[src/cnn_pkg.sv]
`default_nettype none

package cnn_pkg;

    // Image and kernel geometry
    localparam int IMG_W    = 12;
    localparam int KERNEL_W = 5;

    // Valid convolution shrinks the image by the kernel border
    localparam int CONV_W   = IMG_W - KERNEL_W + 1;

    // 2x2 pooling halves each side
    localparam int POOL_W   = CONV_W / 2;

    // Unsigned image sample
    typedef logic [7:0] pixel_t;

    // Kernel weight and bias share one signed byte format
    typedef logic signed [7:0] weight_t;

    // Sum of 25 products plus bias
    typedef logic signed [19:0] acc_t;

endpackage

`default_nettype wire

[src/mem_pkg.sv]
`default_nettype none

package mem_pkg;

    // One byte per scratch location
    typedef logic [7:0] addr_t;

    typedef struct packed {
        logic       valid;
        logic       we;
        addr_t      addr;
        logic [7:0] wdata;
    } mem_req_t;

    typedef struct packed {
        logic       gnt;
        logic       rvalid;
        logic [7:0] rdata;
    } mem_rsp_t;

    localparam int MEM_DEPTH = 256;

    // Scratch layout
    localparam int IMG_BASE  = 0;
    localparam int KERN_BASE = 144;
    localparam int BIAS_BASE = 169;
    localparam int CONV_BASE = 176;
    localparam int POOL_BASE = 240;

endpackage

`default_nettype wire

[src/scratch_mem.sv]
`timescale 1ns/10ps
`default_nettype none

module scratch_mem
    import cnn_pkg::*;
    import mem_pkg::*;
#(
    parameter int MEM_DEPTH = mem_pkg::MEM_DEPTH
) (
    input  logic     clk,
    input  mem_req_t req,
    output pixel_t   rdata
);

    pixel_t mem [MEM_DEPTH];

    always_ff @(posedge clk) begin
        if (req.valid && req.we) begin
            mem[req.addr] <= req.wdata;
        end
        // Read data shows up one cycle after the request
        if (req.valid && !req.we) begin
            rdata <= mem[req.addr];
        end
    end

endmodule

`default_nettype wire

[src/mem_arbiter.sv]
`timescale 1ns/10ps
`default_nettype none

module mem_arbiter
    import cnn_pkg::*;
    import mem_pkg::*;
(
    input  logic     clk,
    input  logic     reset,
    input  mem_req_t host_req,
    input  mem_req_t conv_req,
    input  mem_req_t pool_req,
    output mem_rsp_t host_rsp,
    output mem_rsp_t conv_rsp,
    output mem_rsp_t pool_rsp,
    output mem_req_t mem_req,
    input  pixel_t   mem_rdata
);

    logic       gnt_conv;
    logic       gnt_pool;
    logic       gnt_host;
    // Read owners of last cycle in conv, pool, host order
    logic [2:0] rd_owner;

    // Conv has the highest priority
    assign gnt_conv = conv_req.valid;
    assign gnt_pool = pool_req.valid && !conv_req.valid;
    assign gnt_host = host_req.valid && !conv_req.valid && !pool_req.valid;

    always_comb begin
        if (gnt_conv) begin
            mem_req = conv_req;
        end else if (gnt_pool) begin
            mem_req = pool_req;
        end else if (gnt_host) begin
            mem_req = host_req;
        end else begin
            mem_req = '0;
        end
    end

    always_ff @(posedge clk or posedge reset) begin
        if (reset) begin
            rd_owner <= '0;
        end else begin
            rd_owner <= {gnt_conv && !conv_req.we,
                         gnt_pool && !pool_req.we,
                         gnt_host && !host_req.we};
        end
    end

    assign conv_rsp = '{gnt: gnt_conv, rvalid: rd_owner[2], rdata: mem_rdata};
    assign pool_rsp = '{gnt: gnt_pool, rvalid: rd_owner[1], rdata: mem_rdata};
    assign host_rsp = '{gnt: gnt_host, rvalid: rd_owner[0], rdata: mem_rdata};

    // A denied request waits unchanged for its grant
    a_host_hold: assert property (@(posedge clk) disable iff (reset)
        host_req.valid && !gnt_host |=> host_req.valid && $stable(host_req));

    a_pool_hold: assert property (@(posedge clk) disable iff (reset)
        pool_req.valid && !gnt_pool |=> pool_req.valid && $stable(pool_req));

endmodule

`default_nettype wire

[src/apb_host_port.sv]
`timescale 1ns/10ps
`default_nettype none

module apb_host_port
    import mem_pkg::*;
(
    input  logic        clk,
    input  logic        reset,
    input  logic        psel,
    input  logic        penable,
    input  logic        pwrite,
    input  logic [11:0] paddr,
    input  logic [31:0] pwdata,
    output logic [31:0] prdata,
    output logic        pready,
    output logic        pslverr,
    output mem_req_t    mem_req,
    input  mem_rsp_t    mem_rsp,
    output logic        conv_start,
    input  logic        conv_done,
    output logic        pool_start,
    input  logic        pool_done
);

    logic access;
    logic ctrl_hit;
    logic status_hit;
    logic win_hit;
    logic rd_wait;
    logic start_req;
    logic busy;
    logic done;

    assign access     = psel && penable;
    assign ctrl_hit   = paddr == 12'h000;
    assign status_hit = paddr == 12'h004;
    // Window covers 0x400 to 0x7ff, one location per word
    assign win_hit    = paddr[11:10] == 2'b01;
    assign pslverr    = access && !(ctrl_hit || status_hit || win_hit);
    assign start_req  = access && ctrl_hit && pwrite && pwdata[0] && !busy;

    // Hold the request until granted, then wait for the read data
    always_comb begin
        mem_req.valid = access && win_hit && !rd_wait;
        mem_req.we    = pwrite;
        mem_req.addr  = paddr[9:2];
        mem_req.wdata = pwdata[7:0];
    end

    always_comb begin
        pready = 1'b0;
        prdata = '0;
        if (access) begin
            if (win_hit) begin
                pready = pwrite ? mem_rsp.gnt : mem_rsp.rvalid;
                prdata = {24'b0, mem_rsp.rdata};
            end else begin
                pready = 1'b1;
                if (status_hit) begin
                    prdata = {30'b0, done, busy};
                end
            end
        end
    end

    always_ff @(posedge clk or posedge reset) begin
        if (reset) begin
            rd_wait    <= 1'b0;
            conv_start <= 1'b0;
            pool_start <= 1'b0;
            busy       <= 1'b0;
            done       <= 1'b0;
        end else begin
            rd_wait    <= mem_rsp.gnt && !mem_req.we;
            conv_start <= start_req;
            // Pooling follows the convolution directly
            pool_start <= conv_done;
            if (start_req) begin
                busy <= 1'b1;
                done <= 1'b0;
            end else if (pool_done) begin
                busy <= 1'b0;
                done <= 1'b1;
            end
        end
    end

    a_apb_hold: assert property (@(posedge clk) disable iff (reset)
        psel && penable && !pready |=> $stable(paddr) && $stable(pwrite));

endmodule

`default_nettype wire

[src/conv_engine.sv]
`timescale 1ns/10ps
`default_nettype none

module conv_engine
    import cnn_pkg::*;
    import mem_pkg::*;
#(
    parameter int IMG_W     = cnn_pkg::IMG_W,
    parameter int KERNEL_W  = cnn_pkg::KERNEL_W,
    parameter int CONV_W    = cnn_pkg::CONV_W,
    parameter int IMG_BASE  = mem_pkg::IMG_BASE,
    parameter int KERN_BASE = mem_pkg::KERN_BASE,
    parameter int BIAS_BASE = mem_pkg::BIAS_BASE,
    parameter int CONV_BASE = mem_pkg::CONV_BASE
) (
    input  logic     clk,
    input  logic     reset,
    input  logic     start,
    output logic     done,
    output mem_req_t mem_req,
    input  mem_rsp_t mem_rsp
);

    localparam int TAPS = KERNEL_W * KERNEL_W;
    localparam int CW   = $clog2(TAPS + 2);
    localparam int KW   = $clog2(KERNEL_W);
    localparam int OW   = $clog2(CONV_W);

    typedef enum logic [1:0] {S_IDLE, S_LOAD, S_READ, S_WRITE} state_t;

    state_t             state;
    logic [CW-1:0]      iss_cnt;
    logic [CW-1:0]      rcv_cnt;
    logic [KW-1:0]      kx;
    logic [OW-1:0]      ocol;
    addr_t              tap_addr;
    addr_t              pos_addr;
    addr_t              next_pos;
    addr_t              wr_addr;
    weight_t            weights [TAPS];
    weight_t            bias;
    acc_t               acc;
    logic signed [16:0] prod;
    pixel_t             result;
    logic               rd_grant;
    logic               last_rsp;
    logic               last_pos;

    assign rd_grant = mem_rsp.gnt && !mem_req.we;
    assign last_rsp = mem_rsp.rvalid &&
                      rcv_cnt == (state == S_LOAD ? CW'(TAPS) : CW'(TAPS - 1));
    assign last_pos = wr_addr == addr_t'(CONV_BASE + CONV_W * CONV_W - 1);
    assign prod     = $signed({1'b0, mem_rsp.rdata}) * weights[rcv_cnt];

    // Top-left pixel of the next output window
    assign next_pos = (ocol == OW'(CONV_W - 1)) ? pos_addr + addr_t'(IMG_W - CONV_W + 1)
                                                 : pos_addr + addr_t'(1);

    // Clamp to the pixel range
    always_comb begin
        if (acc < 0) begin
            result = '0;
        end else if (acc > 255) begin
            result = 8'hff;
        end else begin
            result = acc[7:0];
        end
    end

    always_comb begin
        mem_req = '0;
        case (state)
            S_LOAD: begin
                // 25 weights, then the bias
                mem_req.valid = iss_cnt <= CW'(TAPS);
                mem_req.addr  = (iss_cnt < CW'(TAPS)) ? addr_t'(KERN_BASE + iss_cnt)
                                                      : addr_t'(BIAS_BASE);
            end
            S_READ: begin
                mem_req.valid = iss_cnt < CW'(TAPS);
                mem_req.addr  = tap_addr;
            end
            S_WRITE: begin
                mem_req.valid = 1'b1;
                mem_req.we    = 1'b1;
                mem_req.addr  = wr_addr;
                mem_req.wdata = result;
            end
            default: begin
                mem_req = '0;
            end
        endcase
    end

    always_ff @(posedge clk or posedge reset) begin
        if (reset) begin
            state    <= S_IDLE;
            iss_cnt  <= '0;
            rcv_cnt  <= '0;
            kx       <= '0;
            ocol     <= '0;
            tap_addr <= '0;
            pos_addr <= '0;
            wr_addr  <= '0;
            done     <= 1'b0;
        end else begin
            done <= 1'b0;
            if (rd_grant) begin
                iss_cnt <= iss_cnt + CW'(1);
            end
            if (mem_rsp.rvalid) begin
                rcv_cnt <= rcv_cnt + CW'(1);
            end
            // Walk the kernel window row by row
            if (rd_grant && state == S_READ) begin
                if (kx == KW'(KERNEL_W - 1)) begin
                    kx       <= '0;
                    tap_addr <= tap_addr + addr_t'(IMG_W - KERNEL_W + 1);
                end else begin
                    kx       <= kx + KW'(1);
                    tap_addr <= tap_addr + addr_t'(1);
                end
            end
            case (state)
                S_IDLE: begin
                    if (start) begin
                        state    <= S_LOAD;
                        ocol     <= '0;
                        pos_addr <= addr_t'(IMG_BASE);
                        tap_addr <= addr_t'(IMG_BASE);
                        wr_addr  <= addr_t'(CONV_BASE);
                    end
                end
                S_LOAD: begin
                    if (last_rsp) begin
                        state   <= S_READ;
                        iss_cnt <= '0;
                        rcv_cnt <= '0;
                    end
                end
                S_READ: begin
                    if (last_rsp) begin
                        state <= S_WRITE;
                    end
                end
                S_WRITE: begin
                    if (mem_rsp.gnt) begin
                        iss_cnt  <= '0;
                        rcv_cnt  <= '0;
                        wr_addr  <= wr_addr + addr_t'(1);
                        pos_addr <= next_pos;
                        tap_addr <= next_pos;
                        ocol     <= (ocol == OW'(CONV_W - 1)) ? '0 : ocol + OW'(1);
                        if (last_pos) begin
                            state <= S_IDLE;
                            done  <= 1'b1;
                        end else begin
                            state <= S_READ;
                        end
                    end
                end
                default: begin
                    state <= S_IDLE;
                end
            endcase
        end
    end

    always_ff @(posedge clk) begin
        if (mem_rsp.rvalid) begin
            if (state == S_LOAD) begin
                if (rcv_cnt < CW'(TAPS)) begin
                    weights[rcv_cnt] <= weight_t'(mem_rsp.rdata);
                end else begin
                    bias <= weight_t'(mem_rsp.rdata);
                end
            end else begin
                // First tap of a window starts from the bias
                acc <= (rcv_cnt == '0 ? acc_t'(bias) : acc) + acc_t'(prod);
            end
        end
    end

    a_no_stray_rvalid: assert property (@(posedge clk) disable iff (reset)
        mem_rsp.rvalid |-> iss_cnt != rcv_cnt);

endmodule

`default_nettype wire

[src/pool_engine.sv]
`timescale 1ns/10ps
`default_nettype none

module pool_engine
    import cnn_pkg::*;
    import mem_pkg::*;
#(
    parameter int CONV_W    = cnn_pkg::CONV_W,
    parameter int POOL_W    = cnn_pkg::POOL_W,
    parameter int CONV_BASE = mem_pkg::CONV_BASE,
    parameter int POOL_BASE = mem_pkg::POOL_BASE
) (
    input  logic     clk,
    input  logic     reset,
    input  logic     start,
    output logic     done,
    output mem_req_t mem_req,
    input  mem_rsp_t mem_rsp
);

    localparam int PW = $clog2(POOL_W);

    typedef enum logic [1:0] {S_IDLE, S_READ, S_WRITE} state_t;

    state_t        state;
    logic [2:0]    iss_cnt;
    logic [2:0]    rcv_cnt;
    logic [PW-1:0] pcol;
    addr_t         win_addr;
    addr_t         wr_addr;
    pixel_t        max_val;
    logic          rd_grant;
    logic          last_rsp;
    logic          last_win;

    assign rd_grant = mem_rsp.gnt && !mem_req.we;
    assign last_rsp = mem_rsp.rvalid && rcv_cnt == 3'd3;
    assign last_win = wr_addr == addr_t'(POOL_BASE + POOL_W * POOL_W - 1);

    always_comb begin
        mem_req       = '0;
        mem_req.addr  = wr_addr;
        mem_req.wdata = max_val;
        if (state == S_READ && iss_cnt < 3'd4) begin
            // Bit 1 picks the lower row, bit 0 the right column
            mem_req.valid = 1'b1;
            mem_req.addr  = win_addr + (iss_cnt[1] ? addr_t'(CONV_W) : '0) +
                            addr_t'(iss_cnt[0]);
        end else if (state == S_WRITE) begin
            mem_req.valid = 1'b1;
            mem_req.we    = 1'b1;
        end
    end

    always_ff @(posedge clk or posedge reset) begin
        if (reset) begin
            state    <= S_IDLE;
            iss_cnt  <= '0;
            rcv_cnt  <= '0;
            pcol     <= '0;
            win_addr <= '0;
            wr_addr  <= '0;
            done     <= 1'b0;
        end else begin
            done <= 1'b0;
            if (rd_grant) begin
                iss_cnt <= iss_cnt + 3'd1;
            end
            if (mem_rsp.rvalid) begin
                rcv_cnt <= rcv_cnt + 3'd1;
            end
            case (state)
                S_IDLE: begin
                    if (start) begin
                        state    <= S_READ;
                        pcol     <= '0;
                        win_addr <= addr_t'(CONV_BASE);
                        wr_addr  <= addr_t'(POOL_BASE);
                    end
                end
                S_READ: begin
                    if (last_rsp) begin
                        state <= S_WRITE;
                    end
                end
                S_WRITE: begin
                    if (mem_rsp.gnt) begin
                        iss_cnt <= '0;
                        rcv_cnt <= '0;
                        wr_addr <= wr_addr + addr_t'(1);
                        // Skip the odd row at the end of each window row
                        if (pcol == PW'(POOL_W - 1)) begin
                            pcol     <= '0;
                            win_addr <= win_addr + addr_t'(2 * CONV_W - 2 * POOL_W + 2);
                        end else begin
                            pcol     <= pcol + PW'(1);
                            win_addr <= win_addr + addr_t'(2);
                        end
                        if (last_win) begin
                            state <= S_IDLE;
                            done  <= 1'b1;
                        end else begin
                            state <= S_READ;
                        end
                    end
                end
                default: begin
                    state <= S_IDLE;
                end
            endcase
        end
    end

    // Running maximum, restarted by the first value of each window
    always_ff @(posedge clk) begin
        if (mem_rsp.rvalid && (rcv_cnt == 3'd0 || mem_rsp.rdata > max_val)) begin
            max_val <= mem_rsp.rdata;
        end
    end

endmodule

`default_nettype wire

[src/cnn_top.sv]
`timescale 1ns/10ps
`default_nettype none

module cnn_top
    import cnn_pkg::*;
    import mem_pkg::*;
(
    input  logic        clk,
    input  logic        reset,
    input  logic        psel,
    input  logic        penable,
    input  logic        pwrite,
    input  logic [11:0] paddr,
    input  logic [31:0] pwdata,
    output logic [31:0] prdata,
    output logic        pready,
    output logic        pslverr
);

    mem_req_t host_req;
    mem_req_t conv_req;
    mem_req_t pool_req;
    mem_req_t mem_req;
    mem_rsp_t host_rsp;
    mem_rsp_t conv_rsp;
    mem_rsp_t pool_rsp;
    pixel_t   mem_rdata;
    logic     conv_start;
    logic     conv_done;
    logic     pool_start;
    logic     pool_done;

    apb_host_port host0 (
        .clk        (clk),
        .reset      (reset),
        .psel       (psel),
        .penable    (penable),
        .pwrite     (pwrite),
        .paddr      (paddr),
        .pwdata     (pwdata),
        .prdata     (prdata),
        .pready     (pready),
        .pslverr    (pslverr),
        .mem_req    (host_req),
        .mem_rsp    (host_rsp),
        .conv_start (conv_start),
        .conv_done  (conv_done),
        .pool_start (pool_start),
        .pool_done  (pool_done)
    );

    conv_engine #(
        .IMG_W     (IMG_W),
        .KERNEL_W  (KERNEL_W),
        .CONV_W    (CONV_W),
        .IMG_BASE  (IMG_BASE),
        .KERN_BASE (KERN_BASE),
        .BIAS_BASE (BIAS_BASE),
        .CONV_BASE (CONV_BASE)
    ) conv0 (
        .clk     (clk),
        .reset   (reset),
        .start   (conv_start),
        .done    (conv_done),
        .mem_req (conv_req),
        .mem_rsp (conv_rsp)
    );

    pool_engine #(
        .CONV_W    (CONV_W),
        .POOL_W    (POOL_W),
        .CONV_BASE (CONV_BASE),
        .POOL_BASE (POOL_BASE)
    ) pool0 (
        .clk     (clk),
        .reset   (reset),
        .start   (pool_start),
        .done    (pool_done),
        .mem_req (pool_req),
        .mem_rsp (pool_rsp)
    );

    mem_arbiter arb0 (
        .clk       (clk),
        .reset     (reset),
        .host_req  (host_req),
        .conv_req  (conv_req),
        .pool_req  (pool_req),
        .host_rsp  (host_rsp),
        .conv_rsp  (conv_rsp),
        .pool_rsp  (pool_rsp),
        .mem_req   (mem_req),
        .mem_rdata (mem_rdata)
    );

    scratch_mem #(
        .MEM_DEPTH (MEM_DEPTH)
    ) mem0 (
        .clk   (clk),
        .req   (mem_req),
        .rdata (mem_rdata)
    );

endmodule

`default_nettype wire

[config.mk]
export PLATFORM = sky130hd
export DESIGN_NAME = cnn_top
export DESIGN_NICKNAME = d
export VERILOG_FILES = /design/src/cnn_pkg.sv /design/src/mem_pkg.sv /design/src/scratch_mem.sv /design/src/mem_arbiter.sv /design/src/apb_host_port.sv /design/src/conv_engine.sv /design/src/pool_engine.sv /design/src/cnn_top.sv
export SDC_FILE = /design/constraint.sdc
export NUM_CORES = 2
export LEC_CHECK = 0
export CELL_PAD_IN_SITES_DETAIL_PLACEMENT = 0
export CELL_PAD_IN_SITES_GLOBAL_PLACEMENT = 1
export CORE_MARGIN = 2
export CORE_UTILIZATION = 60
export CTS_BUF_LIST = sky130_fd_sc_hd__clkbuf_4
export CTS_CLUSTER_DIAMETER = 60
export DETAILED_ROUTE_END_ITERATION = 6
export DONT_BUFFER_PORTS = 1
export HOLD_SLACK_MARGIN = 0.15
export PLACE_DENSITY = 0.9
export SLEW_MARGIN = 20
export SYNTH_ARGS = -nofsm -noshare
export SYNTH_HDL_FRONTEND = slang
export SYNTH_SLANG_ARGS = --single-unit
[constraint.sdc]
create_clock -name clk -period 29.5 [get_ports clk]
set_input_delay 2.95 -clock clk [delete_from_list [all_inputs] [get_ports clk]]
set_output_delay 2.95 -clock clk [all_outputs]
set_load 0.01 [all_outputs]
* Word-level counts from Yosys, hierarchy flattened
Memories as Yosys holds them, arrays and structs flattened. A register that Yosys moved wholly into a read port is not among the register bits.
Index checks and enable logic that the tools add are counted.
** Operators by class
- Add/subtract/negate cells :: 19
- Multiply operators :: 1
- Div/mod/pow operators :: 0
- Magnitude comparators :: 7
- Equal/unequal tests :: 21
- Shifts and indexed selects :: 0
- Muxes and demuxes :: 92
- Bitwise logic cells :: 2
- Reductions and logical operators :: 47
** Operators by type and width (number)
- 8-bit two-way mux :: 19
- 8-bit case mux with 2 select lines :: 5
- 32-bit two-way mux :: 2
- 18-bit two-way mux :: 3
- 8-bit by 1-bit adder with 8-bit output (second input constant) :: 4
- 3-bit two-way mux :: 10
- 5-bit two-way mux :: 6
- 2-bit two-way mux :: 13
- 1-bit two-way mux :: 24
- 8-bit case mux with 3 select lines :: 1
- 1-bit logical AND :: 21
- 20-bit by 17-bit adder with 20-bit output :: 1
- 20-bit by 9-bit greater-than comparator with 1-bit output (second input constant) :: 1
- 20-bit by 1-bit < comparator with 1-bit output (second input constant) :: 1
- 20-bit two-way mux :: 1
- 5-bit case mux with 2 select lines :: 2
- 9-bit by 8-bit multiplier with 17-bit output :: 1
- 8-bit by 4-bit adder with 8-bit output (second input constant) :: 2
- 8-bit equality test (second input constant) :: 2
- 3-bit by 1-bit adder with 3-bit output (second input constant) :: 4
- 12-bit by 3-bit equality test with 1-bit output (second input constant) :: 1
- 12-bit logical NOT :: 1
- 3-bit AND reduction :: 4
- 5-bit by 1-bit adder with 5-bit output (second input constant) :: 2
- 32 further kinds :: 58
** Word-level totals
- Bits in registers :: 114
- Latch bits :: 0
- Bits in writable memories :: 2248
- Bits in read-only memories :: 0
- Input port bits :: 49
- Output and inout bits :: 34
- Word-level logic and storage cells :: 216
- Memories kept :: 2
** Memories
- mem0.mem :: words 256, bits a word 8, read ports 1, clocked after memory_dff 1, write ports 1, RTL line scratch_mem.sv:15 : pixel_t mem [MEM_DEPTH];
- conv0.weights :: words 25, bits a word 8, read ports 1, clocked after memory_dff 0, write ports 1, RTL line conv_engine.sv:40 : weight_t weights [TAPS];

* Logic depth before layout (Yosys ltp)
- Word-level depth :: 11
- Mapped depth :: 29
- Depth with buffers taken out :: 26

* Hierarchy
A second synthesis with hierarchy kept.
** Unflattened totals
- Cell total of the unflattened synthesis :: 4967
- Area, all modules :: 96307.4 sq um
** By module, submodules not included
- scratch_mem :: times used 1, cells an instance 3526, area an instance 78376.4 sq um, seq. area each 61739.2 sq um
- conv_engine :: times used 1, cells an instance 1054, area an instance 14442.6 sq um, seq. area each 7922.6 sq um
- pool_engine :: times used 1, cells an instance 191, area an instance 2006.9 sq um, seq. area each 890.9 sq um
- mem_arbiter :: times used 1, cells an instance 114, area an instance 817.0 sq um, seq. area each 75.1 sq um
- apb_host_port :: times used 1, cells an instance 82, area an instance 664.4 sq um, seq. area each 125.1 sq um

* Worst setup path after synthesis
OpenSTA, ideal clock, no wires.
- Path kind :: input -> register
- From :: input paddr[11]
- To :: memory mem0.mem[0][0] (netlist name), data pin
- Arrival time :: 10496 ps
- Slack :: 17418 ps
- Cell stages on the path :: 6
- Buffers on the path :: 1
- Path through :: and4b_1 -> buf_2 -> nand2b_1 -> nor2_1 -> a22oi_1 -> o22ai_1
** RTL lines
- start: declaration :: RTL line cnn_top.sv:13 : input logic [11:0] paddr,
- end: declaration :: RTL line scratch_mem.sv:15

* Final worst setup path
- From :: input paddr[11]
- To :: register mem0.rdata[5] (read register of mem0.mem), data pin
** Between the ends
- Word-level cells in the longest chain between the ends :: 10
** RTL lines
- 2-bit by 1-bit equality test with 1-bit output (*) :: RTL line apb_host_port.sv:38 : assign win_hit = paddr[11:10] == 2'b01;
- 1-bit logical AND (*) (2 in a row) :: RTL line apb_host_port.sv:44 : mem_req.valid = access && win_hit && !rd_wait;
- 1-bit logical AND (2 in a row) :: RTL line mem_arbiter.sv:29 : assign gnt_host = host_req.valid && !conv_req.valid && !pool_req.valid;
- 18-bit two-way mux (*) :: RTL line mem_arbiter.sv:36 : end else if (gnt_host) begin
- 18-bit two-way mux (*) :: RTL line mem_arbiter.sv:34 : end else if (gnt_pool) begin
- 18-bit two-way mux (*) :: RTL line mem_arbiter.sv:32 : if (gnt_conv) begin
- 1-bit logical NOT :: RTL line scratch_mem.sv:22 : if (req.valid && !req.we) begin
- 1-bit logical AND :: RTL line scratch_mem.sv:22
- end: declaration :: RTL line scratch_mem.sv:12 : output pixel_t rdata
Mark *: on every way between the ends. The rest lies on a longest branch, timed or not.
A chain may end at the register's enable or synchronous reset.

==> impl_metrics.tcl <==
set metrics [dict create \
    grt_pass1_wl_um 377000 \
    clk_latency_ns 1.44 \
    final_cell_area_mm2 0.109 \
    ir_drop_uv 262 \
    rsz0062_at_grt "false" \
    synth_area_mm2 0.0996 \
    worstHoldPathCells 0 \
    leakage_nw 38.0 \
    drc 20 \
    final_nets 7634 \
    clkSinkCount 2368 \
    worstMarginPinSlew_ns 1.28 \
    worst-setup-path-type "in -> reg" \
    fp-row-count 149 \
    yosysTopAreaCell "edfxtp_1" \
    arrival_ns 9.36 \
    drive_gt1_frac 0.145 \
    ctsResizeCount 0 \
    start_util 0.604 \
    place.gp.congestion 0.897 \
    hold_buffers 0 \
    via_per_inst 6.27 \
    synth_warnings 0 \
    powerDensity_mw_per_mm2 114 \
    grt.total_usage 0.300 \
    core_area_mm2 0.165 \
    skew_ns 0.132 \
    fp.dieH_um 411 \
    vias 62791 \
    r2r_slack_ns 21.45 \
    post_cts_buffers 0 \
    setup_tns_ns 0 \
    fin_crit_ns 8.39 \
    finalHoldViolations 0 \
    placed_area_mm2 0.101 \
    nFillCells 11570 \
    clkPwrFrac 0.217 \
    root_buffer "clkbuf_4" \
    antenna_found_initial 11 \
    routed_wirelength_um 256000 \
    io_pins 83 \
    relSlewSlack 0.142 \
    die_w_um 411 \
    failed_checks "design-rule violations" \
    synth_area_leaders "edfxtp_1 69%, mux2i_1 5.4%, nand2_1 5.1%, nand3_1 2.4%, dfrtp_1 1.9%" \
    htreeDepth 6 \
    finalHoldWorstSlack_ns 0.347 \
    hold_path.class "reg -> reg" \
    die_area_mm2 0.169 \
    sequentialPowerShare 0.346 \
    critPathMaxFanout 134 \
    slew_viol_final 0 \
    max_cap_violations 0 \
    path_clk_slew_ns 0.07 \
    ys.flop_type "edfxtp_1" \
    synth-seq-cells 2368 \
    cp-start-kind "primary input" \
    cts_buffers 604 \
    first_iter_violations 8620 \
    wire_per_inst_um 25.5 \
    power_switching_w 0.00488 \
    ff2ff_path_depth 17 \
    worst_setup_path_end_kind "flop" \
    seq_area_frac_synth 0.710 \
    grt_pass1_vias 61257 \
    cp.required_ns 30.48 \
    areaGrowthSynthToFinish_pct 9.10 \
    syn_avg_cell_area_um2 14.0 \
    stdcell_count 10021 \
    synthArstFlopShare 0.0321 \
    total_power_w 0.0123 \
    drtAntennaViolNets 0 \
    dr.pass1.iters 7 \
    grt_max_degree 245 \
    hpwl_um 149000 \
    pwr-share-comb 0.437 \
    period_share 0.284 \
    sw_frac_of_total 0.396 \
    fmax_ghz 0.119 \
    grt.overflow.total 0 \
    io_buffers 0 \
    synth_edf_count 2292 \
    run_status "complete, but fails checks" \
    internal-power_w 0.00746 \
    synthCells 7134 \
    dp.cells 9015 \
    finalSetupViolCount 0 \
    cts_tree "yes" \
    cts_buffer_depth 4 \
    synth.top_cell.area_share 0.691 \
    synth.distinct_cells 91 \
]
[power by group through the flow]
stage / registers, W / logic, W / clock network (W)
floorplan: 0.00446 / 0.00388 / 0
global placement: 0.00435 / 0.00514 / 0
detailed placement: 0.00435 / 0.00529 / 0
CTS: 0.00428 / 0.00532 / 0.00271
global route: 0.00427 / 0.00589 / 0.00288
finish: 0.00426 / 0.00539 / 0.00268
[worst paths after layout]
path,from,to
min reg2reg,conv0.done,host0.pool_start
max in group asynchronous,reset,conv0.pos_addr[1]
min,conv0.done,host0.pool_start
min in group asynchronous,reset,pool0.wr_addr[3]
max,paddr[11],mem0.rdata[5]
max reg2reg,conv0.state[1],mem0.rdata[5]
[cell usage after synthesis (13+ instances only)]
library cell / number
ha_1: 96
and3_1: 16
a311oi_1: 40
o22ai_1: 84
nand2b_1: 17
a211oi_1: 138
a21o_1: 13
fa_1: 52
o2111ai_1: 16
nor2_1: 363
clkbuf_1: 118
nand4_1: 67
buf_4: 82
xor2_1: 23
nor2b_1: 39
dfrtp_1: 76
o21ai_0: 49
nor4_1: 43
nand2_1: 1352
edfxtp_1: 2292
buf_6: 18
xnor2_1: 30
nand3_1: 486
buf_2: 190
a21oi_1: 246
and2_1: 15
inv_1: 156
nor3_1: 14
buf_1: 34
a22oi_1: 101
a31oi_1: 105
mux4_2: 48
mux2i_1: 541
[cells by family (layout without fill, tap and decap cells)]
family,after synthesis,in the layout,share of synthesized area
AOI/OAI and AO/OA,904,904,0.0610
muxes,595,595,0.0659
and+or+nand+nor,2464,2464,0.106
buffers and inverters,601,1270,0.0295
DFF,2368,2368,0.710
xor gates and xnor gates,53,53,0.00466
adders and majority gates,148,148,0.0225
other,1,30,0.0000377
[worst max-delay path, stage by stage]
cell and delay [ns]:
nand4b_1 0.25, or4_1 0.48, a21o_1 0.18, buf_4 0.24
a21oi_4 0.17, buf_4 0.54, buf_12 0.52, buf_12 0.66
buf_4 0.68, buf_4 0.61, mux2i_1 0.21, mux2i_1 0.35
o2111ai_1 0.15, nor4_1 0.85, nand4_1 0.29
[cell type report]
class / instances / area [um^2] / area share
antenna: 6 / 15.0 / 0.000138
clock buffer: 869 / 6520 / 0.0600
clock inverter: 126 / 667 / 0.00614
inverter: 158 / 594 / 0.00547
multi-input combinational: 4188 / 26300 / 0.242
sequential: 2368 / 70700 / 0.651
tap: 2189 / 2740 / 0.0252
timing repair buffer: 117 / 1120 / 0.0103
[stage by stage]
stage,util,setup slack [ns]
after floorplan,-,17.42
after global placement,0.614,19.92
after detailed placement,0.614,19.86
after CTS,0.658,21.30
after global routing,0.659,20.98
final,0.659,21.11
[flip-flops by register name, indices dropped and copies added, names as in the netlist, 7 cells and up]
register and cells:
conv0.wr_addr 8, mem0.mem 2048, conv0.tap_addr 8, conv0.acc 20, conv0.pos_addr 8, conv0.bias 8
conv0.weights 200, mem0.rdata 8, pool0.wr_addr 8, pool0.win_addr 7, pool0.max_val 8
[cells in the final DEF, fill, tap and decap left out, types with 11 or more instances in the layout]
cell type and instances:
o2111ai_1 16, fa_1 52, dfrtp_1 74, and3_1 16, a311oi_1 40, a211oi_1 138, inv_2 17, nand2b_1 17
clkbuf_4 869, nor2_1 359, edfxtp_1 2292, a31oi_1 105, a22oi_1 101, mux4_2 48, xor2_1 23, o22ai_1 76
ha_1 96, a21oi_1 245, mux2i_1 541, nor2b_1 38, conb_1 24, nand2_1 1348, xnor2_1 30, buf_4 101
and2_1 15, nor4_1 42, nand4_1 67, inv_1 155, o21ai_0 49, nand3_1 485, clkinv_1 90, nor3_1 14
o31ai_1 11
[per-layer routing]
metal,GRT usage,wire length [um]
met5,0,61
met4,0.130,11100
met3,0.0776,29700
met2,0.457,118000
met1,0.411,96900
(Power assumes the default switching activity.)
